$ cat src/include/mem_pipe_cfg.svh
`ifndef MEM_PIPE_CFG_SVH
`define MEM_PIPE_CFG_SVH

// number of 32-bit words in the data SRAM
`define MEM_PIPE_WORDS 256

// largest request to data_ok delay, in cycles
`define MEM_PIPE_MAX_LAT 4

`endif
$ cat src/source/mem_op_pkg.sv
package mem_op_pkg;

    // operations seen by the execute stage
    typedef enum logic [3:0] {
        op_add   = 4'd0,
        op_ld_b  = 4'd1,
        op_ld_bu = 4'd2,
        op_ld_h  = 4'd3,
        op_ld_hu = 4'd4,
        op_ld_w  = 4'd5,
        op_st_b  = 4'd6,
        op_st_h  = 4'd7,
        op_st_w  = 4'd8
    } mem_op_t;

    // one-hot load kind, msb first in decode order
    typedef struct packed {
        logic b;
        logic bu;
        logic h;
        logic hu;
        logic w;
    } ld_kind_t;

    typedef enum logic [1:0] {
        size_byte = 2'd0,
        size_half = 2'd1,
        size_word = 2'd2
    } acc_size_t;

endpackage

$ cat src/source/pipe_bus_pkg.sv
package pipe_bus_pkg;

    // execute to memory
    typedef struct packed {
        logic [31:0]          pc;
        mem_op_pkg::ld_kind_t ld_kind;
        logic                 res_from_mem;
        logic                 wait_data_ok; // a request went out to the SRAM
        logic                 rf_we;
        logic [4:0]           rf_waddr;
        logic [31:0]          result;       // alu result, also the access address
        logic                 ale;
    } es2ms_bus_t;

    // memory to writeback
    typedef struct packed {
        logic [31:0] pc;
        logic        rf_we;
        logic [4:0]  rf_waddr;
        logic [31:0] rf_wdata;
        logic        ex;
    } ms2ws_bus_t;

    typedef struct packed {
        logic        pending; // load still waiting for its data
        logic        rf_we;
        logic [4:0]  rf_waddr;
        logic [31:0] rf_wdata;
    } rf_fwd_t;

endpackage

$ cat src/source/wb_stage.sv
`timescale 1ns/1ps

module wb_stage (
    input  logic                     clk,
    input  logic                     resetn,
    input  logic                     ms2ws_valid,
    input  pipe_bus_pkg::ms2ws_bus_t ms2ws_bus,
    output logic                     ws_allowin,
    output logic                     wb_ex,
    output logic                     retire_valid,
    output logic [31:0]              retire_pc,
    output logic                     retire_we,
    output logic [4:0]               retire_rd,
    output logic [31:0]              retire_wdata,
    output logic [31:0]              ex_pc
);
    import pipe_bus_pkg::*;

    ms2ws_bus_t ws_bus;
    logic       ws_valid;

    // the excepting entry leaves and whatever follows it is dropped
    pipe_slot #(.payload_t(ms2ws_bus_t)) u_slot (
        .clk        (clk),
        .resetn     (resetn),
        .flush      (wb_ex),
        .in_valid   (ms2ws_valid),
        .in_payload (ms2ws_bus),
        .allowin    (ws_allowin),
        .ready_go   (1'b1),
        .out_allowin(1'b1),       // nothing after writeback
        .out_valid  (ws_valid),
        .out_payload(ws_bus)
    );

    assign wb_ex = ws_valid & ws_bus.ex; // one cycle, slot empties on this edge
    assign ex_pc = ws_bus.pc;

    assign retire_valid = ws_valid;
    assign retire_pc    = ws_bus.pc;
    assign retire_we    = ws_valid & ws_bus.rf_we & ~ws_bus.ex;
    assign retire_rd    = ws_bus.rf_waddr;
    assign retire_wdata = ws_bus.rf_wdata;
endmodule

$ cat src/source/pipe_slot.sv
`timescale 1ns/1ps

module pipe_slot #(
    parameter type payload_t = logic [31:0]
) (
    input  logic     clk,
    input  logic     resetn,
    input  logic     flush,
    input  logic     in_valid,
    input  payload_t in_payload,
    output logic     allowin,
    input  logic     ready_go,
    input  logic     out_allowin,
    output logic     out_valid,
    output payload_t out_payload
);
    logic     valid;
    payload_t payload;

    assign allowin     = ~valid | (ready_go & out_allowin);
    assign out_valid   = valid & ready_go;
    assign out_payload = payload;

    always_ff @(posedge clk) begin
        if (!resetn) begin
            valid <= 1'b0;
        end else if (flush) begin
            valid <= 1'b0; // flush wins over a new entry
        end else if (allowin) begin
            valid <= in_valid;
        end
    end

    always_ff @(posedge clk) begin
        if (in_valid && allowin) begin
            payload <= in_payload;
        end
    end
endmodule

$ cat config.mk
export PLATFORM = sky130hd
export DESIGN_NAME = wb_stage
export DESIGN_NICKNAME = d
export VERILOG_FILES = /design/src/include/mem_pipe_cfg.svh /design/src/source/mem_op_pkg.sv /design/src/source/pipe_bus_pkg.sv /design/src/source/wb_stage.sv /design/src/source/pipe_slot.sv
export SDC_FILE = /design/constraint.sdc
export NUM_CORES = 1
export LEC_CHECK = 0
export BUFFER_PORTS_ARGS = -buffer_cell sky130_fd_sc_hd__buf_2
export CELL_PAD_IN_SITES_DETAIL_PLACEMENT = 0
export CELL_PAD_IN_SITES_GLOBAL_PLACEMENT = 2
export CORE_UTILIZATION = 29
export DETAILED_ROUTE_END_ITERATION = 8
export PLACE_DENSITY = 0.95
export SYNTH_ARGS = -nofsm -noshare
export SYNTH_HDL_FRONTEND = slang
export SYNTH_SLANG_ARGS = --single-unit
$ cat constraint.sdc
create_clock -name clk -period 1.9 [get_ports clk]
set_input_delay 0.38 -clock clk [delete_from_list [all_inputs] [get_ports clk]]
set_output_delay 0.38 -clock clk [all_outputs]
set_load 0.03 [all_outputs]
---- Yosys cells after proc, flatten, opt, wreduce, memory -nomap -nowiden ----
Index checks and enable logic that the tools add are counted.
word-level totals
  bits in registers ....................... 72
  bits in latches ......................... 0
  RAM bits ................................ 0
  ROM bits ................................ 0
  input bits .............................. 74
  word-level logic and storage cells ...... 12
  memories kept ........................... 0
cells by class
  add/sub/neg operators ................... 0
  multipliers ............................. 0
  div/mod/pow operators ................... 0
  order comparisons ....................... 0
  equality and inequality tests ........... 0
  shift-type cells ........................ 0
  multiplexer cells ....................... 0
  bitwise logic cells ..................... 5
  reductions and logical operators ........ 1
operators with widths
  cell                count
  bitwise AND 1 bit   3
  NOT 1 bit           2
  OR reduction 2 bit  1

---- Longest topological paths before layout ----
  depth in word-level cells ............... 2
  mapped depth ............................ 2
  gate-level depth less buffers ........... 2

---- By module ----
Synthesis repeated with hierarchy kept, for this count alone.
unflattened totals
  cell total of the unflattened synthesis .. 113
  area, all modules ....................... 2462.4 µm²
modules (own cells, without submodules)
  module     times used  cells each  area an instance (µm²)
  pipe_slot  1           78          2202.1
  wb_stage   1           35          260.2

---- Least setup slack after synthesis ----
OpenSTA, ideal clock, no wires.
  path type ............................... register to output
  start ................................... register u_slot.valid
  end ..................................... output port retire_we
  arrival ................................. 0.998 ns
  required time ........................... 1.520 ns
  path slack .............................. 0.522 ns
  stages on the path, launching flop included .. 3
  buffers on the path ..................... 0
  cell sequence ........................... dfxtp_1 -> nand2_1 -> nor2_1
on the way
  cells in the longest elaborated chain, start to end .. 2
RTL lines
  item                            line             text
  start: declaration              pipe_slot.sv:17  logic valid;
  start signal: assignment        pipe_slot.sv:30  valid <= in_valid;
  bitwise AND 1 bit (2 in a row)  wb_stage.sv:41   assign retire_we = ws_valid & ws_bus.rf_we & ~ws_bus.ex;
  end: declaration                wb_stage.sv:12   output logic retire_we,
No other way between the ends.

---- Final worst setup path ----
  start ................................... register u_slot.payload (netlist bit u_slot.out_payload[0])
  end ..................................... output port wb_ex
on the way
  cells in the longest elaborated chain, start to end .. 1
RTL lines
  item                      line             text
  start: declaration        pipe_slot.sv:18  payload_t payload;
  start signal: assignment  pipe_slot.sv:36  payload <= in_payload;
  bitwise AND 1 bit         wb_stage.sv:36   assign wb_ex = ws_valid & ws_bus.ex;
  end: declaration          wb_stage.sv:9    output logic wb_ex,
No other way between the ends.

==> metrics <==
outcome=finished clean; Post-Syn Area=2950 um^2; vias in the first global route=1383; post-synth top area cell=edfxtp_1; setup slack, reg-to-reg=1210 ps; CTS Sinks=72; Pint=2660 uW; Max IR drop VDD=0.462 mV; most frequent cells in the layout=176 x buf_2, 71 x edfxtp_1, 9 x clkbuf_8, 3 x buf_4; switching power=1040 uW; Max FO, Critical Path=2; CP top delay family=flip-flops; maximum clock path buffer count=2; Die ar.=10600 um^2; most common cell after layout, fill and taps aside=buf_2; Pwr Density=1070 nW/um^2; GRT overflow=0; critical path, cell by cell=and2_4 -> buf_2; RSZ-0062 raised after global routing=false; Slowest Stage Delay on Critical Path=380 ps; R2R cell count=2; final WL=4860 um; largest net degree at the start of global routing=39; gr usage total=0.0873; antenna violations before repair=0; Synth top area share=0.723; reg2reg start=u_slot.out_payload[0]; Worst R2R End=u_slot.valid; Cell Rows=36; sequential power share=0.520; I/O Buffers=177; Post-Syn Instances=180; final worst path period need=1410 ps; syn_nets=254; DR vias=1477; initial drt markers=25; Initial Utilization=0.300; final RePlAce weighted congestion=0.631; antenna cells=0; Crit Path Class=reg2out; Clk Latency, worst-skew pair=320 ps; pre-CTS WS=641 ps; Worst Setup End Kind=output port; Crit-path slowest cell=edfxtp_1; CTS clk-pin slew, worst paths=80 ps; clk_skew=0.131 ps; #FFs+latches synth=72; post-CTS setup buffer count=0; final hold viol count=0; final setup vio count=0; Final Max Slew Viols=0; Synth-to-Final Area Change=16.7%; Combinational Power Share=0.172; clock network fraction of design power=0.308; Clk Tree Root Cell=clkbuf_8; Yosys warnings=0; PnR worst setup slack=494 ps; share of cells above drive strength 1=0.711; total CTS buffers=9; Post-DP HPWL=3880 um; CP arrival=1030 ps; post-cts resize count=0; worst path bufs/invs=1; Fillers=983; leakage dissipation=0.00152 uW; sum of negative setup slack=0 ps; Fmax=711 MHz; hold path cells=1; die height=103 um; CTS H-tree lvls=3; Hold EP=u_slot.out_payload[20]; CTS tree=built; boundary pin count=179; top cells by area, synth=edfxtp_1 72%, buf_4 26%, dfxtp_1 0.68%, and2_4 0.30%, nand2_1 0.25%; hold path start=ms2ws_bus[20]; max-cap viol count=0; die span in x=103 um; worst hold path type=in2reg; Worst setup SP type=flip-flop; Avg Cell Area, Syn=16.4 um^2; Antenna Nets Post-Route=0; post-synthesis sequential area ratio=0.730; wire per inst=12.0 um; core area=9820 um^2; Post-CTS Hold Buffers=0; sw frac=0.280; Tcrit/Tclk final=0.740; Netlist cell types=8; DRC=0; first-pass GRT wire length=6590 um; data required time at the worst endpoint=1520 ps; 1st-pass router iterations=3; Final #Nets=342; Via density=3.64
[area by class of cell]
type | count | area [um^2] | area share
Multi-Input combinational cell | 6 | 30.0 | 0.00873
Clock inverter | 5 | 57.6 | 0.0167
Clock buffer | 11 | 131 | 0.0382
Sequential cell | 72 | 2150 | 0.625
Tap cell | 133 | 166 | 0.0484
Timing Repair Buffer | 179 | 903 | 0.263
[flip-flops by register name (all words and copies together), names as in the netlist]
signal and flops:
u_slot.out_payload 71, u_slot.valid 1
[cell usage after synthesis]
| cell type | n |
|---|---|
| nand2_1 | 2 |
| dfxtp_1 | 1 |
| conb_1 | 1 |
| edfxtp_1 | 71 |
| nor2_2 | 1 |
| and2_4 | 1 |
| buf_4 | 102 |
| nor2_1 | 1 |
[metal layers]
| layer | part of all wire | up-vias | global-route usage | wire length, um |
|---|---|---|---|---|
| li1 | - | 686 | - | - |
| met1 | 0.38 | 686 | 0.0933 | 1840 |
| met2 | 0.50 | 99 | 0.143 | 2430 |
| met3 | 0.11 | 6 | 0.0495 | 536 |
| met4 | 0.010 | 0 | 0.0358 | 51 |
| met5 | 0 | - | 0 | 0 |
[per-stage QoR]
stage / hold slack (ps) / power (uW) / util / instance area, um^2 / cells
6_report: 213 / 3700 / 0.350 / 3440 / 406
5_1_grt: 178 / 3870 / 0.350 / 3440 / 406
4_1_cts: 191 / 3760 / 0.350 / 3440 / 406
3_5_place_dp: 556 / 2600 / 0.331 / 3250 / 390
3_3_place_gp: 546 / 2590 / 0.331 / 3250 / 390
2_1_floorplan: 479 / 2560 / - / 2950 / 180
[power groups by stage]
stage	Combinational, uW	Sequential [uW]	Clock [uW]
after floorplan	603	1960	0
after global placement	639	1950	0
after detailed placement	642	1960	0
after CTS	642	1930	1190
after global routing	673	1940	1250
final	636	1920	1140
[worst reg2reg max path, delay by kind of cell (launching register included)]
kind | cells | cell delay, ps
and+or+nand+nor | 2 | 240
DFF | 1 | 380
[cell families (layout without fill, tap and decap cells)]
| kind of cell | after synthesis | in the layout | share of synthesized area |
|---|---|---|---|
| and+or+nand+nor | 5 | 5 | 0.00892 |
| other | 1 | 1 | 0.00127 |
| DFF | 72 | 72 | 0.730 |
| buffers and inverters | 102 | 195 | 0.260 |
[how the worst max path moves through the flow]
| stage | from | to | slack [ps] | depth (start not counted) |
|---|---|---|---|---|
| 3_3_place_gp | ms2ws_valid | u_slot.out_payload[39] | 660 | 2 |
| 6_report | u_slot.out_payload[0] | wb_ex | 490 | 2 |
| 2_1_floorplan | u_slot.valid | retire_we | 520 | 2 |
| 4_1_cts | u_slot.out_payload[0] | wb_ex | 470 | 2 |
| 5_1_grt | u_slot.out_payload[0] | retire_we | 380 | 2 |
| 3_5_place_dp | ms2ws_valid | u_slot.out_payload[58] | 640 | 2 |
No activity file was read; power rests on OpenSTA's default activity.
