===== config.mk =====
export PLATFORM = sky130hd
export DESIGN_NAME = mem_stage
export DESIGN_NICKNAME = d
export VERILOG_FILES = /design/src/include/mem_pipe_cfg.svh /design/src/source/mem_op_pkg.sv /design/src/source/pipe_bus_pkg.sv /design/src/source/mem_stage.sv
export SDC_FILE = /design/constraint.sdc
export NUM_CORES = 1
export LEC_CHECK = 0
export BUFFER_PORTS_ARGS = -buffer_cell sky130_fd_sc_hd__buf_2
export CAP_MARGIN = 20
export CELL_PAD_IN_SITES_DETAIL_PLACEMENT = 1
export CELL_PAD_IN_SITES_GLOBAL_PLACEMENT = 2
export CORE_UTILIZATION = 32
export CTS_BUF_LIST = sky130_fd_sc_hd__clkbuf_4 sky130_fd_sc_hd__clkbuf_8
export DETAILED_ROUTE_END_ITERATION = 6
export HOLD_SLACK_MARGIN = 0.15
export PLACE_DENSITY = 0.88
export SYNTH_ARGS = -nofsm -noshare
export SYNTH_HDL_FRONTEND = slang
export SYNTH_SLANG_ARGS = --single-unit

===== constraint.sdc =====
create_clock -name clk -period 5.93 [get_ports clk]
set_input_delay 0 -clock clk [delete_from_list [all_inputs] [get_ports clk]]
set_output_delay 0 -clock clk [all_outputs]
set_load 0.005 [all_outputs]

===== src/include/mem_pipe_cfg.svh =====
`ifndef MEM_PIPE_CFG_SVH
`define MEM_PIPE_CFG_SVH

// number of 32-bit words in the data SRAM
`define MEM_PIPE_WORDS 256

// largest request to data_ok delay, in cycles
`define MEM_PIPE_MAX_LAT 4

`endif

===== src/source/mem_op_pkg.sv =====
package mem_op_pkg;

    // operations seen by the execute stage
    typedef enum logic [3:0] {
        op_add   = 4'd0,
        op_ld_b  = 4'd1,
        op_ld_bu = 4'd2,
        op_ld_h  = 4'd3,
        op_ld_hu = 4'd4,
        op_ld_w  = 4'd5,
        op_st_b  = 4'd6,
        op_st_h  = 4'd7,
        op_st_w  = 4'd8
    } mem_op_t;

    // one-hot load kind, msb first in decode order
    typedef struct packed {
        logic b;
        logic bu;
        logic h;
        logic hu;
        logic w;
    } ld_kind_t;

    typedef enum logic [1:0] {
        size_byte = 2'd0,
        size_half = 2'd1,
        size_word = 2'd2
    } acc_size_t;

endpackage


===== src/source/pipe_bus_pkg.sv =====
package pipe_bus_pkg;

    // execute to memory
    typedef struct packed {
        logic [31:0]          pc;
        mem_op_pkg::ld_kind_t ld_kind;
        logic                 res_from_mem;
        logic                 wait_data_ok; // a request went out to the SRAM
        logic                 rf_we;
        logic [4:0]           rf_waddr;
        logic [31:0]          result;       // alu result, also the access address
        logic                 ale;
    } es2ms_bus_t;

    // memory to writeback
    typedef struct packed {
        logic [31:0] pc;
        logic        rf_we;
        logic [4:0]  rf_waddr;
        logic [31:0] rf_wdata;
        logic        ex;
    } ms2ws_bus_t;

    typedef struct packed {
        logic        pending; // load still waiting for its data
        logic        rf_we;
        logic [4:0]  rf_waddr;
        logic [31:0] rf_wdata;
    } rf_fwd_t;

endpackage


===== src/source/mem_stage.sv =====
`timescale 1ns/1ps

module mem_stage (
    input  logic                     clk,
    input  logic                     resetn,
    output logic                     ms_allowin,
    input  logic                     es2ms_valid,
    input  pipe_bus_pkg::es2ms_bus_t es2ms_bus,
    input  logic                     ws_allowin,
    output logic                     ms2ws_valid,
    output pipe_bus_pkg::ms2ws_bus_t ms2ws_bus,
    output pipe_bus_pkg::rf_fwd_t    ms_rf_fwd,
    input  logic                     data_sram_data_ok,
    input  logic [31:0]              data_sram_rdata,
    output logic                     ms_ex,
    input  logic                     wb_ex
);
    import pipe_bus_pkg::*;

    es2ms_bus_t  ms_bus;
    logic        ms_valid;
    logic        ms_wait_data_ok;
    logic        ms_ready_go;
    logic [31:0] ms_data_buf;
    logic        data_buf_valid;
    logic [31:0] ld_word;
    logic [31:0] shift_rdata;
    logic [31:0] ms_mem_result;
    logic [31:0] ms_rf_wdata;
    logic        sign_b;
    logic        sign_h;

    assign ms_wait_data_ok = ms_bus.wait_data_ok & ms_valid & ~wb_ex;
    assign ms_ready_go     = ~ms_wait_data_ok | data_sram_data_ok | data_buf_valid;
    assign ms_allowin      = ~ms_valid | (ms_ready_go & ws_allowin);
    assign ms2ws_valid     = ms_valid & ms_ready_go;
    assign ms_ex           = ms_valid & ms_bus.ale;

    always_ff @(posedge clk) begin
        if (!resetn) begin
            ms_valid <= 1'b0;
        end else if (wb_ex) begin
            ms_valid <= 1'b0;
        end else if (ms_allowin) begin
            ms_valid <= es2ms_valid;
        end
    end

    always_ff @(posedge clk) begin
        if (es2ms_valid && ms_allowin) begin
            ms_bus <= es2ms_bus;
        end
    end

    // keeps data_ok that shows up while writeback is not ready
    always_ff @(posedge clk) begin
        if (!resetn) begin
            data_buf_valid <= 1'b0;
        end else if ((ms2ws_valid && ws_allowin) || wb_ex) begin
            data_buf_valid <= 1'b0;
        end else if (!data_buf_valid && data_sram_data_ok && ms_valid) begin
            data_buf_valid <= 1'b1;
        end
    end

    always_ff @(posedge clk) begin
        if (!data_buf_valid && data_sram_data_ok && ms_valid) begin
            ms_data_buf <= data_sram_rdata;
        end
    end

    assign ld_word     = data_buf_valid ? ms_data_buf : data_sram_rdata;
    assign shift_rdata = ld_word >> {ms_bus.result[1:0], 3'b000}; // lane to bit 0

    assign sign_b = ms_bus.ld_kind.b & shift_rdata[7];
    assign sign_h = ms_bus.ld_kind.h & shift_rdata[15];

    always_comb begin
        ms_mem_result[7:0] = shift_rdata[7:0];
        if (ms_bus.ld_kind.b || ms_bus.ld_kind.bu) begin
            ms_mem_result[15:8] = {8{sign_b}};
        end else begin
            ms_mem_result[15:8] = shift_rdata[15:8];
        end
        if (ms_bus.ld_kind.w) begin
            ms_mem_result[31:16] = shift_rdata[31:16];
        end else begin
            ms_mem_result[31:16] = {16{sign_b | sign_h}}; // zero for the unsigned kinds
        end
    end

    assign ms_rf_wdata = ms_bus.res_from_mem ? ms_mem_result : ms_bus.result;

    assign ms2ws_bus = '{pc: ms_bus.pc, rf_we: ms_bus.rf_we, rf_waddr: ms_bus.rf_waddr,
                         rf_wdata: ms_rf_wdata, ex: ms_ex};

    // pending marks a load whose value is not usable yet
    assign ms_rf_fwd = '{pending: ms_valid & ms_bus.res_from_mem & ~ms2ws_valid,
                         rf_we: ms_valid & ms_bus.rf_we,
                         rf_waddr: ms_bus.rf_waddr,
                         rf_wdata: ms_rf_wdata};
endmodule


# --- Yosys cells after proc, flatten, opt, wreduce, memory -nomap -nowiden ---
# Cells that the tools add are included.
totals:
  register_bits: 111
  in_bits: 116
  out_inout_bits: 113
  wordCells: 47
op_classes:
  n_shift: 1
  mux: 4
  bitwise: 19
  reduce_logical: 9
op_table:
  columns: ["operator", "n"]
  rows:
  - ["32-bit two-way mux", 2]
  - ["32-bit by 5-bit right shift with 32-bit output", 1]
  - ["16-bit two-way mux", 1]
  - ["1-bit AND", 10]
  - ["8-bit two-way mux", 1]
  - ["1-bit inverter", 5]
  - ["1-bit logical AND", 4]
  - ["1-bit bitwise OR", 4]
  - ["2-bit OR reduction", 2]
  - ["1-bit logical OR", 2]
  - ["1-bit logical NOT", 1]

# --- Logic depth before layout (Yosys ltp) ---
depth:
  ltp_word: 9
  mapped_depth: 9
  mapped_depth_nobuf: 4

# --- Least setup slack after synthesis ---
# Ideal clock, no wire load.
synth_timing:
  path_type: "register to register"
  startpoint: "reg data_buf_valid"
  endpoint: "reg ms_bus (netlist bit ms2ws_bus[33]) (enable)"
  setup_ns: 0.538
  arrival_time_ns: 4.514
  t_required_ns: 5.392
  path_slack_ns: 0.879
  path_stages_with_launch: 6
  path_buffers: 2
  path_cell_list: "dfxtp_1 -> buf_6 -> buf_6 -> or4b_1 -> nand2_1 -> a21oi_1"
synth_between:
  elab_chain_cells: 4
synth_lines:
  columns: ["element", "line_no", "rtl"]
  rows:
  - ["start: declaration", "mem_stage.sv:25", "logic data_buf_valid;"]
  - ["start signal: assignment", "mem_stage.sv:58", "data_buf_valid <= 1'b0;"]
  - ["start signal: assignment", "mem_stage.sv:60", "data_buf_valid <= 1'b0;"]
  - ["start signal: assignment", "mem_stage.sv:62", "data_buf_valid <= 1'b1;"]
  - ["1-bit bitwise OR", "mem_stage.sv:34", "assign ms_ready_go = ~ms_wait_data_ok | data_sram_data_ok | data_buf_valid;"]
  - ["1-bit AND", "mem_stage.sv:35", "assign ms_allowin = ~ms_valid | (ms_ready_go & ws_allowin);"]
  - ["1-bit bitwise OR", "mem_stage.sv:35", null]
  - ["1-bit logical AND", "mem_stage.sv:50", "if (es2ms_valid && ms_allowin) begin"]
  - ["end signal: assignment", "mem_stage.sv:51", "ms_bus <= es2ms_bus;"]
  - ["end: declaration", "mem_stage.sv:20", "es2ms_bus_t ms_bus;"]
# No other way between the ends.
# A chain may end at the register's enable or synchronous reset.

==> impl_results.md <==
* Status: completed
* Initial Util at 32.6%
* Max-slew violations at 0
* Root buf cell: clkbuf_8
* Die Width at 134 um
* FP Rows at 48
* Unrepaired setup endpoints after global routing: no
* Hold Crit Start: data_sram_data_ok
* Post-synth EDFFs at 109
* Final total power at 1.73 mW
* End of the worst hold path: ms_rf_fwd[38]
* CTS tree: done
* Post_cts resized at 0
* Tmin final at 3.08 ns
* Commonest non-fill, non-tap cell in the layout: buf_2
* Worst Path Required at 5.93 ns
* Area Growth Syn to Fin at 37.3%
* CTS Hold Bufs at ~120
* Routed WL at 18900 um
* Max Cap Viol at 0
* Share of post-route cells with drive strength above 1 at 39.4%
* Final setup fails at 0
* First-pass GRT wire length at 28500 um
* Antenna Cells at 0
* Crit. End Element: primary output
* H-tree levels at 3
* DRC viols at 0
* Via count at about 4400
* Post-DP HPWL at between 10000 and 15000 um
* Maximum clock path buffer count at 2
* Worst vdd ir at 0.000146 V
* Slew headroom at between 40% and 50%
* Post-Synthesis Cells at 417
* Ys flop type: edfxtp_1
* Fin. Hold Viols at 0
* Die boundary height at roughly 130 um
* Main area contributors after synthesis: edfxtp_1 (58%), buf_4 (11%), mux2i_1 (8.2%), mux4_2 (5.2%), o22ai_1 (2.8%)
* Slew @ Worst Pin at 0.875 ns
* Setup WS post-layout at ~2.9 ns
* WHS Path Cells at 3
* Die area at 0.0181 mm2
* CP max FO at 43
* FILL cells at 1852
* RR Endpoint: ms2ws_bus[59]
* Period utilisation layout at 51.9%
* Synthesized net count at 533
* Place WS at slightly below 3 ns
* Area of the mapped netlist at 0.00562 mm2
* Yosys warnings at 0
* Antenna violations before repair at 0
* Fin cells at 905
* 1st-iter DRT viols at 199
* Register area share after synthesis at approximately three fifths
* Critical path class: register to primary output
* Asr flop ratio synth at 0%
* Post-CTS setup-driven buffer insertion count at 0
* Cells on worst reg2reg path at 5
* Layout net count at between 700 and 800
* Fmax at 325 MHz
* Vias in the first global route at 4876
* Reg clk slew, reported paths at 0.12 ns
* Area of the multi-input gates at around 0.0016 mm2
* ANT nets after route at 0
* Via density at 4.85
* Register area at 0.00331 mm2
* Port buffer count at 227
* Inserted Clock Buffers at 9
* WL/cell at 20.8 um
* Synth Register Bits at approximately 110
* Gr usage total at 21.4%
* Clk_skew at approximately 0.022 ns
* Gpl congestion at 0.800
* Number of placed I/O pins at approximately 230
* Post-synth top area share at 58.3%
* Crit path arrival time at between 3 and 4 ns
* Worst Setup Start Kind: register
* Total gr overflow at 0
* Detailed Routing Iterations Pass 1 at 4
* Reg2Reg Launch Point: data_buf_valid
* Dominant cell type by area after synthesis: edfxtp_1
* Library cells used by synthesis at 35
* Largest net degree at the start of global routing at 64
* Core area at 0.0172 mm2
* Dpl cells at 775
* Sum of negative setup slack at 0 ns
* Power Dens Cells at 224 mW/mm2
* Most frequent cells in the layout: buf_2 (227), dlygate4sd3_1 (115), edfxtp_1 (109), mux2i_1 (46), nor2_1 (32)
* Sink Count at 111
* Hold Path Class: input port to primary output
* Reg2Reg Setup Slack at 2.98 ns
* P_leak at 3.13 nW
* Mean Syn Cell Area at 13.5 um2
* Clock latency at the later pin of the worst-skew pair at 0.41 ns
==> cells in the mapped netlist, types with 2 or more instances <==
library cell	instances
mux4_2	13
dfxtp_1	2
buf_2	3
buf_4	79
a21oi_1	10
o22ai_1	25
nand2_1	21
nand3_1	4
nor2_1	32
nand3b_1	2
and2_1	5
buf_1	2
mux2_2	2
or3b_2	2
mux2i_1	46
buf_6	6
a22oi_1	2
clkbuf_1	9
o2111ai_1	8
inv_1	5
edfxtp_1	109
a31oi_1	17
==> final cells by class <==
cell class	instances	share of cell area, %
repair buffers	347	30.2
multi-input cells	201	20.4
clock inverters	6	0.876
flip-flops and latches	111	43.0
clock buffers	9	1.61
well taps	225	3.65
inverters	6	0.292
==> sequential cells by signal (all words and copies together) (netlist names) <==
signal / flops
ms_data_buf: 32
ms_valid: 1
ms2ws_bus: 38
ms_bus: 39
data_buf_valid: 1
==> stage by stage <==
stage	hold slack, ns	util (%)	instance area [um2]
2_1_floorplan	0.0334	-	5620
3_3_place_gp	0.177	36.9	6370
3_5_place_dp	0.178	36.9	6370
4_1_cts	0.260	44.7	7710
5_1_grt	0.280	44.7	7710
6_report	0.257	44.7	7710
==> metal layers <==
layer / vias to the layer above / part of all wire (%) / wire length, um / GRT usage [%]
li1: 2020 / - / - / -
met1: 2175 / 40 / 7590 / 24.6
met2: 173 / 51 / 9660 / 38.6
met3: 21 / 6.9 / 1300 / 6.61
met4: 0 / 1.6 / 301 / 5.37
met5: - / 0 / 0 / 0
==> worst max path at each step <==
stage	slack, ns	cells past startpoint	to	from
after floorplan	0.88	5	ms2ws_bus[33]	data_buf_valid
after global placement	3.06	5	ms2ws_bus[55]	data_buf_valid
after detailed placement	2.97	5	ms2ws_bus[55]	data_buf_valid
after CTS	2.85	6	ms_rf_fwd[8]	data_buf_valid
after global routing	2.62	6	ms2ws_bus[27]	data_buf_valid
final	2.85	6	ms2ws_bus[27]	data_buf_valid
==> cell families after synthesis <==
| kind of cell | Yosys count | share of synthesized area, % |
|---|---|---|
| buffers and inverters | 105 | 13.2 |
| and+or+nand+nor | 75 | 6.33 |
| DFF | 111 | 59.0 |
| muxes | 61 | 13.8 |
| AOI/OAI and AO/OA | 65 | 7.69 |
==> power breakdown <==
part | total (mW) | internal [mW] | leakage (nW) | switching [mW]
sequential | 0.922 | 0.905 | 1.06 | 0.0174
combinational | 0.329 | 0.167 | 1.98 | 0.162
clock | 0.478 | 0.196 | 0.0937 | 0.282
total | 1.73 | 1.27 | 3.13 | 0.462
==> critical path: stages (launching register included) <==
cell and delay (ns):
dfxtp_2 0.33, buf_4 0.52, and2b_1 0.26, a22oi_1 0.30, nand3_1 0.56, a31oi_1 0.48, buf_2 0.19
(Power assumes the default switching activity.)
