<file path="src/include/mem_pipe_cfg.svh">
`ifndef MEM_PIPE_CFG_SVH
`define MEM_PIPE_CFG_SVH

// number of 32-bit words in the data SRAM
`define MEM_PIPE_WORDS 256

// largest request to data_ok delay, in cycles
`define MEM_PIPE_MAX_LAT 4

`endif
</file>
<file path="src/source/mem_op_pkg.sv">
package mem_op_pkg;

    // operations seen by the execute stage
    typedef enum logic [3:0] {
        op_add   = 4'd0,
        op_ld_b  = 4'd1,
        op_ld_bu = 4'd2,
        op_ld_h  = 4'd3,
        op_ld_hu = 4'd4,
        op_ld_w  = 4'd5,
        op_st_b  = 4'd6,
        op_st_h  = 4'd7,
        op_st_w  = 4'd8
    } mem_op_t;

    // one-hot load kind, msb first in decode order
    typedef struct packed {
        logic b;
        logic bu;
        logic h;
        logic hu;
        logic w;
    } ld_kind_t;

    typedef enum logic [1:0] {
        size_byte = 2'd0,
        size_half = 2'd1,
        size_word = 2'd2
    } acc_size_t;

endpackage

</file>
<file path="src/source/pipe_bus_pkg.sv">
package pipe_bus_pkg;

    // execute to memory
    typedef struct packed {
        logic [31:0]          pc;
        mem_op_pkg::ld_kind_t ld_kind;
        logic                 res_from_mem;
        logic                 wait_data_ok; // a request went out to the SRAM
        logic                 rf_we;
        logic [4:0]           rf_waddr;
        logic [31:0]          result;       // alu result, also the access address
        logic                 ale;
    } es2ms_bus_t;

    // memory to writeback
    typedef struct packed {
        logic [31:0] pc;
        logic        rf_we;
        logic [4:0]  rf_waddr;
        logic [31:0] rf_wdata;
        logic        ex;
    } ms2ws_bus_t;

    typedef struct packed {
        logic        pending; // load still waiting for its data
        logic        rf_we;
        logic [4:0]  rf_waddr;
        logic [31:0] rf_wdata;
    } rf_fwd_t;

endpackage

</file>
<file path="src/source/exe_stage.sv">
`timescale 1ns/1ps

module exe_stage (
    input  logic                    clk,
    input  logic                    resetn,
    input  logic                    in_valid,
    output logic                    in_allowin,
    input  logic [31:0]             in_pc,
    input  mem_op_pkg::mem_op_t     in_op,
    input  logic [31:0]             in_base,
    input  logic [31:0]             in_offset,
    input  logic [31:0]             in_wdata,
    input  logic [4:0]              in_rd,
    input  logic                    ms_allowin,
    input  logic                    ms_ex,
    input  logic                    wb_ex,
    output logic                    es2ms_valid,
    output pipe_bus_pkg::es2ms_bus_t es2ms_bus,
    output logic                    data_sram_req,
    output logic                    data_sram_wr,
    output logic [3:0]              data_sram_wstrb,
    output logic [31:0]             data_sram_addr,
    output logic [31:0]             data_sram_wdata
);
    import mem_op_pkg::*;

    typedef struct packed {
        logic [31:0] pc;
        mem_op_t     op;
        logic [31:0] base;
        logic [31:0] offset;
        logic [31:0] wdata;
        logic [4:0]  rd;
    } es_in_t;

    es_in_t    in_bundle;
    es_in_t    es;
    logic      es_valid;
    logic [31:0] es_addr;
    acc_size_t acc_size;
    ld_kind_t  ld_kind;
    logic      is_load;
    logic      is_store;
    logic      ale;
    logic      mem_go; // this op really talks to the SRAM

    assign in_bundle = '{pc: in_pc, op: in_op, base: in_base, offset: in_offset,
                         wdata: in_wdata, rd: in_rd};

    pipe_slot #(.payload_t(es_in_t)) u_slot (
        .clk        (clk),
        .resetn     (resetn),
        .flush      (wb_ex),
        .in_valid   (in_valid),
        .in_payload (in_bundle),
        .allowin    (in_allowin),
        .ready_go   (1'b1),
        .out_allowin(ms_allowin),
        .out_valid  (es_valid),
        .out_payload(es)
    );

    assign es_addr = es.base + es.offset;

    assign is_load  = es.op inside {op_ld_b, op_ld_bu, op_ld_h, op_ld_hu, op_ld_w};
    assign is_store = es.op inside {op_st_b, op_st_h, op_st_w};
    assign ld_kind  = '{b: es.op == op_ld_b, bu: es.op == op_ld_bu, h: es.op == op_ld_h,
                        hu: es.op == op_ld_hu, w: es.op == op_ld_w};

    always_comb begin
        case (es.op)
            op_ld_b, op_ld_bu, op_st_b: acc_size = size_byte;
            op_ld_h, op_ld_hu, op_st_h: acc_size = size_half;
            default:                    acc_size = size_word; // words and op_add
        endcase
    end

    assign ale = (acc_size == size_half && es_addr[0]) ||
                 (acc_size == size_word && (is_load || is_store) && es_addr[1:0] != 2'b00);

    assign mem_go = (is_load | is_store) & ~ale & ~ms_ex & ~wb_ex;

    always_comb begin
        case (acc_size)
            size_byte: begin
                data_sram_wstrb = 4'b0001 << es_addr[1:0];
                data_sram_wdata = {4{es.wdata[7:0]}};
            end
            size_half: begin
                data_sram_wstrb = 4'b0011 << {es_addr[1], 1'b0};
                data_sram_wdata = {2{es.wdata[15:0]}};
            end
            default: begin
                data_sram_wstrb = 4'b1111;
                data_sram_wdata = es.wdata;
            end
        endcase
    end

    assign data_sram_req  = es_valid & ms_allowin & mem_go; // only on the move into mem
    assign data_sram_wr   = is_store;
    assign data_sram_addr = es_addr;

    assign es2ms_valid = es_valid;
    assign es2ms_bus   = '{pc: es.pc, ld_kind: ld_kind, res_from_mem: is_load,
                           wait_data_ok: mem_go, rf_we: ~is_store, rf_waddr: es.rd,
                           result: es_addr, ale: ale};
endmodule

</file>
<file path="src/source/pipe_slot.sv">
`timescale 1ns/1ps

module pipe_slot #(
    parameter type payload_t = logic [31:0]
) (
    input  logic     clk,
    input  logic     resetn,
    input  logic     flush,
    input  logic     in_valid,
    input  payload_t in_payload,
    output logic     allowin,
    input  logic     ready_go,
    input  logic     out_allowin,
    output logic     out_valid,
    output payload_t out_payload
);
    logic     valid;
    payload_t payload;

    assign allowin     = ~valid | (ready_go & out_allowin);
    assign out_valid   = valid & ready_go;
    assign out_payload = payload;

    always_ff @(posedge clk) begin
        if (!resetn) begin
            valid <= 1'b0;
        end else if (flush) begin
            valid <= 1'b0; // flush wins over a new entry
        end else if (allowin) begin
            valid <= in_valid;
        end
    end

    always_ff @(posedge clk) begin
        if (in_valid && allowin) begin
            payload <= in_payload;
        end
    end
endmodule

</file>
<file path="config.mk">
export PLATFORM = sky130hd
export DESIGN_NAME = exe_stage
export DESIGN_NICKNAME = d
export VERILOG_FILES = /design/src/include/mem_pipe_cfg.svh /design/src/source/mem_op_pkg.sv /design/src/source/pipe_bus_pkg.sv /design/src/source/exe_stage.sv /design/src/source/pipe_slot.sv
export SDC_FILE = /design/constraint.sdc
export NUM_CORES = 1
export LEC_CHECK = 0
export ABC_AREA = 1
export BUFFER_PORTS_ARGS = -buffer_cell sky130_fd_sc_hd__buf_2
export CAP_MARGIN = 40
export CORE_UTILIZATION = 54
export DETAILED_ROUTE_END_ITERATION = 10
export PLACE_DENSITY = 0.88
export SLEW_MARGIN = 20
export SYNTH_ARGS = -nofsm -noshare
export SYNTH_HDL_FRONTEND = slang
export SYNTH_SLANG_ARGS = --single-unit
</file>
<file path="constraint.sdc">
create_clock -name clk -period 25.2 [get_ports clk]
set_clock_uncertainty 0.1 [all_clocks]
set_input_delay 2.52 -clock clk [delete_from_list [all_inputs] [get_ports clk]]
set_output_delay 2.52 -clock clk [all_outputs]
set_load 0.05 [all_outputs]
</file>
# == Word-level counts from Yosys, hierarchy flattened ==
# Cells that the tools add are included.
# word_totals
reg_bits,138
latch_bits,0
mem_bits_rw,0
rom_bits,0
inputBits,143
output_inout_bits,150
wordCells,49
memories,0
# op_classes
n_addsub,1
n_mul,0
div,0
order_cmp,0
eq_ne,10
shifts,2
n_mux,3
bitwise_logic,13
reduce_logical,13
# op_table
operator,count
$pmux 32 s2,1
$add 32x32->32,1
$eq 4x3->1 const B,4
$eq 4x2->1 const B,2
$pmux 4 s2,1
$not 1->1,6
$reduce_or 3->1,2
$and 1x1->1,5
$reduce_bool 5->1,1
$eq 4x1->1 const B,1
$eq 4x4->1 const B,1
$logic_and 1x1->1,4
$pmux 2 s2,1
$shl 1x2->4 const A,1
$shl 2x2->4 const A,1
$reduce_bool 3->1,1
$eq 2x1->1 const B,1
$eq 2x2->1 const B,1
$logic_not 2->1,1
$logic_or 1x1->1,2
$or 1x1->1,2
$reduce_bool 2->1,1
$reduce_or 2->1,1

# == Longest topological paths before layout ==
# Gate-level depths: netlist of the first run.
# logic_depth
depth_word,12
mapped_depth,13
depth_no_buf,12

# == Hierarchy ==
# A second synthesis of the first run with hierarchy kept.
# unflattened
hier_cells,823
area_unflattened_um2,7452.1
# modules_own_cells
mod,n_inst,cells_per_inst,area_per_inst_um2,seq_area_each_um2
pipe_slot,1,147,4179.0,4134.0
exe_stage,1,676,3273.1,0.0

# == Worst setup path after synthesis of the first run ==
# OpenSTA, ideal clock, no wires.
# synth_path
path_type,input to register
from,input port in_valid
to,"register u_slot.payload, in the netlist u_slot.out_payload[0], enable pin"
setup_ns,0.844
t_arrival_ns,12.417
required_time_ns,24.256
path_slack_ns,11.839
stages,1
n_path_buf,0
cell_sequence,a21boi_0
# synth_via
elab_chain_len,1
# synth_lines
element,line_no,text
start: declaration,exe_stage.sv:6,"input logic in_valid,"
$logic_and 1x1->1,pipe_slot.sv:35,if (in_valid && allowin) begin
end signal: assignment,pipe_slot.sv:36,payload <= in_payload;
end: declaration,pipe_slot.sv:18,payload_t payload;
# No other way between the ends.
# A chain may end at the register's enable or synchronous reset.

# == Worst setup path in the final report of the first run ==
# layout_path
from,input port ms_ex
to,output port data_sram_req
# layout_via
elab_chain_len,4
# layout_lines
element,line_no,text
start: declaration,exe_stage.sv:15,"input logic ms_ex,"
$not 1->1,exe_stage.sv:81,assign mem_go = (is_load | is_store) & ~ale & ~ms_ex & ~wb_ex;
$and 1x1->1 (2 in series),exe_stage.sv:81,
$and 1x1->1,exe_stage.sv:100,assign data_sram_req = es_valid & ms_allowin & mem_go;
end: declaration,exe_stage.sv:19,"output logic data_sram_req,"
# No other way between the ends.

==> out/metrics.cfg, run 1 <==
[floorplanning]
die_area_mm2 = 0.0149
fp.dieH_um = 122
initial_core_util = 0.558
io_pins = 293
num_rows = 43
core_area_mm2 = 0.0139
die_x_um = 122

[clock_network]
cts_buffers = 17
clock-sinks = 138
clk_latency_ps = 410
hold_buffers = 0
cts_resized = 0
cts_setup_buffers = 0
htreeDepth = 4
root_buffer = clkbuf_16
path_clk_slew_ps = 50
clockBufferDepth = 2
cts_tree = built

[timing]
setup_ws_ps = 19380
rsz0062_at_grt = false
fmaxAchievable_mhz = 172
slew_viol_final = 0
finalCritPeriodShare = 0.231
worst_pin_slew_ps = 704
relSlewSlack = 0.531
setup_viol = 0
setup_tns_ps = 0
finalCriticalPeriod_ps = 5820
whs_ps = 571
finalHoldViolations = 0

[pwr]
power_density_mw_per_mm2 = 80.5
switching_share = 0.373
finalPower_uw = 763
p_sw_uw = 285
pwr-share-comb = 0.316
vdd_drop_max_v = 0.0000701
p_seq_frac = 0.358
intPower_uw = 479
leakage_nw = 4.94
p_clk_frac = 0.326

[synth]
synth_nets = 1038
async_flop_share = 0
synth_cells = 863
yosys.area.top_type = edfxtp_1
muxShareOfSynthArea = 0
synth_top_area_share = 0.529
synth_xor_area_frac = 0.0180
ys_seq_elements = 138
yosys-top-cells-count = 293 x nand2_1, 143 x inv_1, 137 x edfxtp_1, 80 x buf_4, 49 x nor2_1
synth_edf_count = 137
synth_top_family_by_area = simple AND/OR/NAND/NOR gates
netlist_area_mm2 = 0.00777
yosysMostFrequentCell = nand2_1
synthTopCellsByArea = edfxtp_1 53%, nand2_1 14%, buf_4 7.7%
syn_area_per_cell_um2 = 9.00
ys_warn_count = 0
synth_compound_area_frac = 0.0345
yosys.cell_types.count = 32
yosysSeqAreaShare = 0.532
synth_ff_type = edfxtp_1
synthAdderAreaFrac = 0.0525
synthSimpleGateAreaFrac = 0.211

[setup_path]
crit_fanout = 2
start_kind = input pin
critPathSlowestCell = buf_2
worstPathCellList = buf_2, nor2_1, nand4_1, nor2_1, buf_2
slowest_delay_ps = 260
end_kind = output port
cp.arrival_ps = 3200
crit_required_ps = 22580
worstSetupPathType = in2out

[drt]
drc = 0
drtAntennaViolNets = 0
dr.pass1.iters = 5
wl_per_cell_um = 14.1
via_count = 6269
vias_per_cell = 4.87
wl_um = 18100
drt_iter0_drc = 394

[global_route]
grt_use_total = 0.246
grt_pass1_wl_um = 27400
grt_max_degree = 58
overflow = 0
grt_pass1_vias = 5923
antenna_found_initial = 1

[placed_design]
gp_congestion = 0.910
dp_hpwl_um = 14400
dpl.cell_count = 1255
io_buffers = 292
place_area_mm2 = 0.00888
dp_slack_ps = 19380

[final_layout]
area_growth_pct = 22.0
stdcell_area_mm2 = 0.00948
fin_cells = 1287
nFillCells = 1053
ff_latch_area_mm2 = 0.00413
fin_util = 0.680
final_layout_size_suffix_gt1_frac = 0.305
multi_input_area_mm2 = 0.00247
nNetsFinal = 1269

[job]
drv_cap = 0

[run_status]
outcome = complete, no violations

[hold_path]
hp-class = reg2reg

-- cell families after synthesis --
| logic type | count (synthesis) |
|---|---|
| adder cells (fa/ha/maj) | 32 |
| AND/OR/NAND/NOR | 400 |
| flip-flops | 138 |
| buffers and inverters | 230 |
| AO/OA/AOI/OAI | 47 |
| XOR/XNOR | 16 |
-- power by group through the flow --
stage | clock (mW) | combinational [mW] | sequential [mW]
after global routing | 0.261 | 0.257 | 0.274
final | 0.249 | 0.241 | 0.273
after detailed placement | 0 | 0.240 | 0.278
after floorplan | 0 | 0.202 | 0.282
after CTS | 0.253 | 0.241 | 0.273
after global placement | 0 | 0.237 | 0.277
-- critical path: cells and delay by family --
kind	cells	cell delay (ps)
buf+inv	2	350
simple gates	3	320
-- worst paths after layout --
path / slack, ps / startpoint / depth (start not counted) / end
worst max register to register: 22820 / u_slot.valid / 4 / u_slot.out_payload[96]
worst max-delay path: 19380 / ms_ex / 5 / data_sram_req
worst min-delay path: 570 / u_slot.valid / 2 / u_slot.valid
worst min register to register: 570 / u_slot.valid / 2 / u_slot.valid
-- placed cells by master (no fill, tap or decap), types with 2 or more instances in the layout --
cell / instances
o21bai_1: 2
o211ai_1: 8
nand4_1: 7
inv_2: 4
o21ai_0: 14
nor2_4: 2
nand3_1: 29
nand2_1: 293
edfxtp_1: 137
bufinv_16: 3
inv_1: 143
inv_6: 4
clkinvlp_4: 3
and2_1: 4
nor2_1: 49
nor3_1: 8
a21oi_1: 20
xnor2_1: 2
xor2_1: 14
nor2_2: 2
buf_2: 292
ha_1: 31
buf_4: 2
clkbuf_16: 17
-- routing by layer --
metal	wire [um]	GRT usage
met5	0	0
met1	7220	0.283
met3	1360	0.0655
met4	612	0.121
met2	8930	0.422
-- layout make-up --
type	count	area share
Sequential cell	138	0.436
Clock buffer	18	0.0453
Clock inverter	13	0.0174
Antenna cell	1	0.000264
Tap cell	180	0.0238
Multi-Input combinational cell	495	0.260
Inverter	147	0.0582
Timing Repair Buffer	295	0.159
-- flip-flops by register name (all words and copies together), names as in the netlist --
register and cells:
u_slot.out_payload 137, u_slot.valid 1
Note: power is estimated with default switching activity, not from simulation.
==> run 2, diff against run 1 <==
--- a/config.mk
+++ b/config.mk
@@ -5,12 +5,12 @@
 export SDC_FILE = /design/constraint.sdc
 export NUM_CORES = 1
 export LEC_CHECK = 0
-export ABC_AREA = 1
+export ABC_AREA = 0
 export BUFFER_PORTS_ARGS = -buffer_cell sky130_fd_sc_hd__buf_2
 export CAP_MARGIN = 40
-export CORE_UTILIZATION = 54
+export CORE_UTILIZATION = 44
 export DETAILED_ROUTE_END_ITERATION = 10
-export PLACE_DENSITY = 0.88
+export PLACE_DENSITY = 0.78
 export SLEW_MARGIN = 20
 export SYNTH_ARGS = -nofsm -noshare
 export SYNTH_HDL_FRONTEND = slang
==> constraint.sdc (replaced) <==
create_clock -name clk -period 4.9 [get_ports clk]
set_clock_uncertainty 0.1 [all_clocks]
set_input_delay 0.49 -clock clk [delete_from_list [all_inputs] [get_ports clk]]
set_output_delay 0.49 -clock clk [all_outputs]
set_load 0.05 [all_outputs]
==> run 2 against run 1 <==
  * Clock power increased to 5.0 times the previous value
  * Highest routed layer is now met5
  * Clock-buffer cell count decreased by 1
  * Routed wire length decreased by 9.9%
  * Setup slack got worse by 18000 ps
  * Cell area decreased by 7.3%
  * Total power increased to 5.1 times the previous value
  * Cell count decreased by 21%
  * Critical path type is now reg2out
  * First-iteration DRC count decreased by 21%
  * Critical path depth increased by 4
  * Critical endpoint is now es2ms_bus[26]
==> out/metrics.cfg, run 2 <==
[setup_path]
path_depth = 9
worstSetupPathType = reg2out
slowest_delay_ps = 590
crit_fanout = 8
crit_required_ps = 4310
start_kind = flip-flop
reg2reg_depth = 3
r2r_slack_ps = 3290
endpoint = es2ms_bus[26]
cp.arrival_ps = 3260
r2r_start = u_slot.valid
worstPathCellList = ha_1, nand2_1, nor3_1, nand3_1, o32ai_1, and3b_1, or3_1, xor2_1, buf_2
startpoint = u_slot.out_payload[55]
r2r_end = u_slot.out_payload[130]
critPathSlowestCell = o32ai_1
end_kind = output port
critPathTopFamily = simple AND/OR/NAND/NOR gates
path_buf_inv = 1

[clock_network]
hold_buffers = 0
cts_tree = built
clk_latency_ps = 420
htreeDepth = 4
clock-sinks = 138
root_buffer = clkbuf_16
clockBufferDepth = 2
path_clk_slew_ps = 70
cts_buffers = 17
cts_resized = 0
cts_setup_buffers = 0

[pwr]
vdd_drop_max_v = 0.000300
p_seq_frac = 0.363
finalPower_mw = 3.87
power_density_mw_per_mm2 = 441
p_sw_mw = 1.48
p_clk_frac = 0.322
intPower_mw = 2.39
switching_share = 0.383
pwr-share-comb = 0.315
leakage_nw = 3.79

[global_route]
grt_max_degree = 62
grt_pass1_wl_um = 24400
antenna_found_initial = 11
overflow = 0
grt_pass1_vias = 5008
grt_use_total = 0.199

[floorplanning]
initial_core_util = 0.458
die_x_um = 129
core_area_mm2 = 0.0154
num_rows = 45
io_pins = 293
die_area_mm2 = 0.0166
fp.dieH_um = 129

[synth]
yosysMostFrequentCell = edfxtp_1
netlist_area_mm2 = 0.00707
yosys.area.top_type = edfxtp_1
async_flop_share = 0
syn_area_per_cell_um2 = 12.6
ys_warn_count = 0
synth_cells = 563
synth_top_area_share = 0.582
ys_seq_elements = 138
yosys-top-cells-count = 137 x edfxtp_1, 81 x buf_4, 46 x nand2_1, 36 x a21oi_1, 31 x ha_1
synth_nets = 738
synthTopCellsByArea = edfxtp_1 58%, buf_4 8.6%, ha_1 5.5%
yosys.cell_types.count = 52
synth_ff_type = edfxtp_1
yosysSeqAreaShare = 0.585
synth_edf_count = 137

[final_layout]
largest_reg_flops = 137
final_layout_size_suffix_gt1_frac = 0.446
final_common_cell = buf_2
final_cell_mix = 292 x buf_2, 137 x edfxtp_1, 46 x nand2_1
nNetsFinal = 958
area_growth_pct = 24.2

[drt]
vias_per_cell = 4.96
drt_iter0_drc = 312
dr.pass1.iters = 5
via_count = 5038
wl_um = 16300
drtAntennaViolNets = 0
drc = 0
wl_per_cell_um = 16.1

[placed_design]
io_buffers = 292
dp_hpwl_um = 12800
gp_congestion = 0.871

[timing]
setup_tns_ps = 0
worst_pin_slew_ps = 700
rsz0062_at_grt = false
setup_viol = 0
fmaxAchievable_mhz = 260
finalHoldViolations = 0
relSlewSlack = 0.532
finalCritPeriodShare = 0.785
finalCriticalPeriod_ps = 3850
slew_viol_final = 0

[hold_path]
holdCritStartpoint = in_wdata[16]
hp-class = in2reg

[job]
drv_cap = 0

[run_status]
outcome = complete, no violations

==> run 2: changes by cell type in the layout (fill, tap and decap cells not counted), moves of 6 or more <==
cell and delta:
a211oi_1 +6, a21o_1 +8, a21oi_1 +16, a22oi_1 +9, a31oi_1 +8, diode_2 +7
inv_1 -129, mux2_2 +16, nand2_1 -247, nand2b_1 +9, nand3_1 -23, nor2_1 -27
o21ai_1 +6, xnor2_1 +14
==> run 2: power by group through the flow <==
| stage | registers [mW] | logic [mW] | clock network, mW |
|---|---|---|---|
| 2_1_floorplan | 1.43 | 1.05 | 0 |
| 3_3_place_gp | 1.43 | 1.21 | 0 |
| 3_5_place_dp | 1.43 | 1.22 | 0 |
| 4_1_cts | 1.41 | 1.22 | 1.27 |
| 5_1_grt | 1.41 | 1.29 | 1.33 |
| 6_report | 1.41 | 1.22 | 1.25 |
==> run 2: layout make-up <==
type	instances	area [um2]
Antenna cell	8	20.0
Clock buffer	17	425
Clock inverter	15	158
Fill cell	1320	6640
Inverter	14	52.6
Multi-Input combinational cell	316	2210
Sequential cell	138	4130
Tap cell	211	264
Timing Repair Buffer	296	1520
==> run 2: how the worst min path moves through the flow <==
stage,end,slack (ps),cells after the start
final,u_slot.out_payload[21],130,1
after global routing,u_slot.out_payload[29],110,1
after CTS,u_slot.out_payload[21],120,1
after detailed placement,u_slot.valid,420,2
after global placement,u_slot.valid,420,2
after floorplan,u_slot.out_payload[0],490,0
==> run 2: kinds of logic after synthesis <==
group                      share of synthesized area
muxes                                         0.0255
buffers and inverters                          0.104
DFF                                            0.585
adders and majority gates                     0.0577
AOI/OAI and AO/OA                              0.111
xor gates and xnor gates                      0.0347
and+or+nand+nor                               0.0828
==> run 2: metal layers <==
| metal | vias up | track usage | share of wire |
|---|---|---|---|
| met3 | 22 | 0.100 | 0.10 |
| li1 | 2452 | - | - |
| met1 | 2337 | 0.198 | 0.37 |
| met5 | - | 0 | 0.0017 |
| met2 | 223 | 0.354 | 0.51 |
| met4 | 4 | 0.0727 | 0.017 |
==> run 2: stage by stage <==
| step | worst slack (ps) | util | hold WS, ps | instances | area (um2) |
|---|---|---|---|---|---|
| floorplan | 91.7 | - | 489 | 563 | 7070 |
| global placement | 1630 | 0.528 | 420 | 973 | 8150 |
| detailed placement | 1480 | 0.530 | 424 | 974 | 8180 |
| CTS | 1020 | 0.568 | 123 | 1006 | 8760 |
| global route | 775 | 0.569 | 109 | 1012 | 8780 |
| finish | 1050 | 0.570 | 133 | 1015 | 8790 |
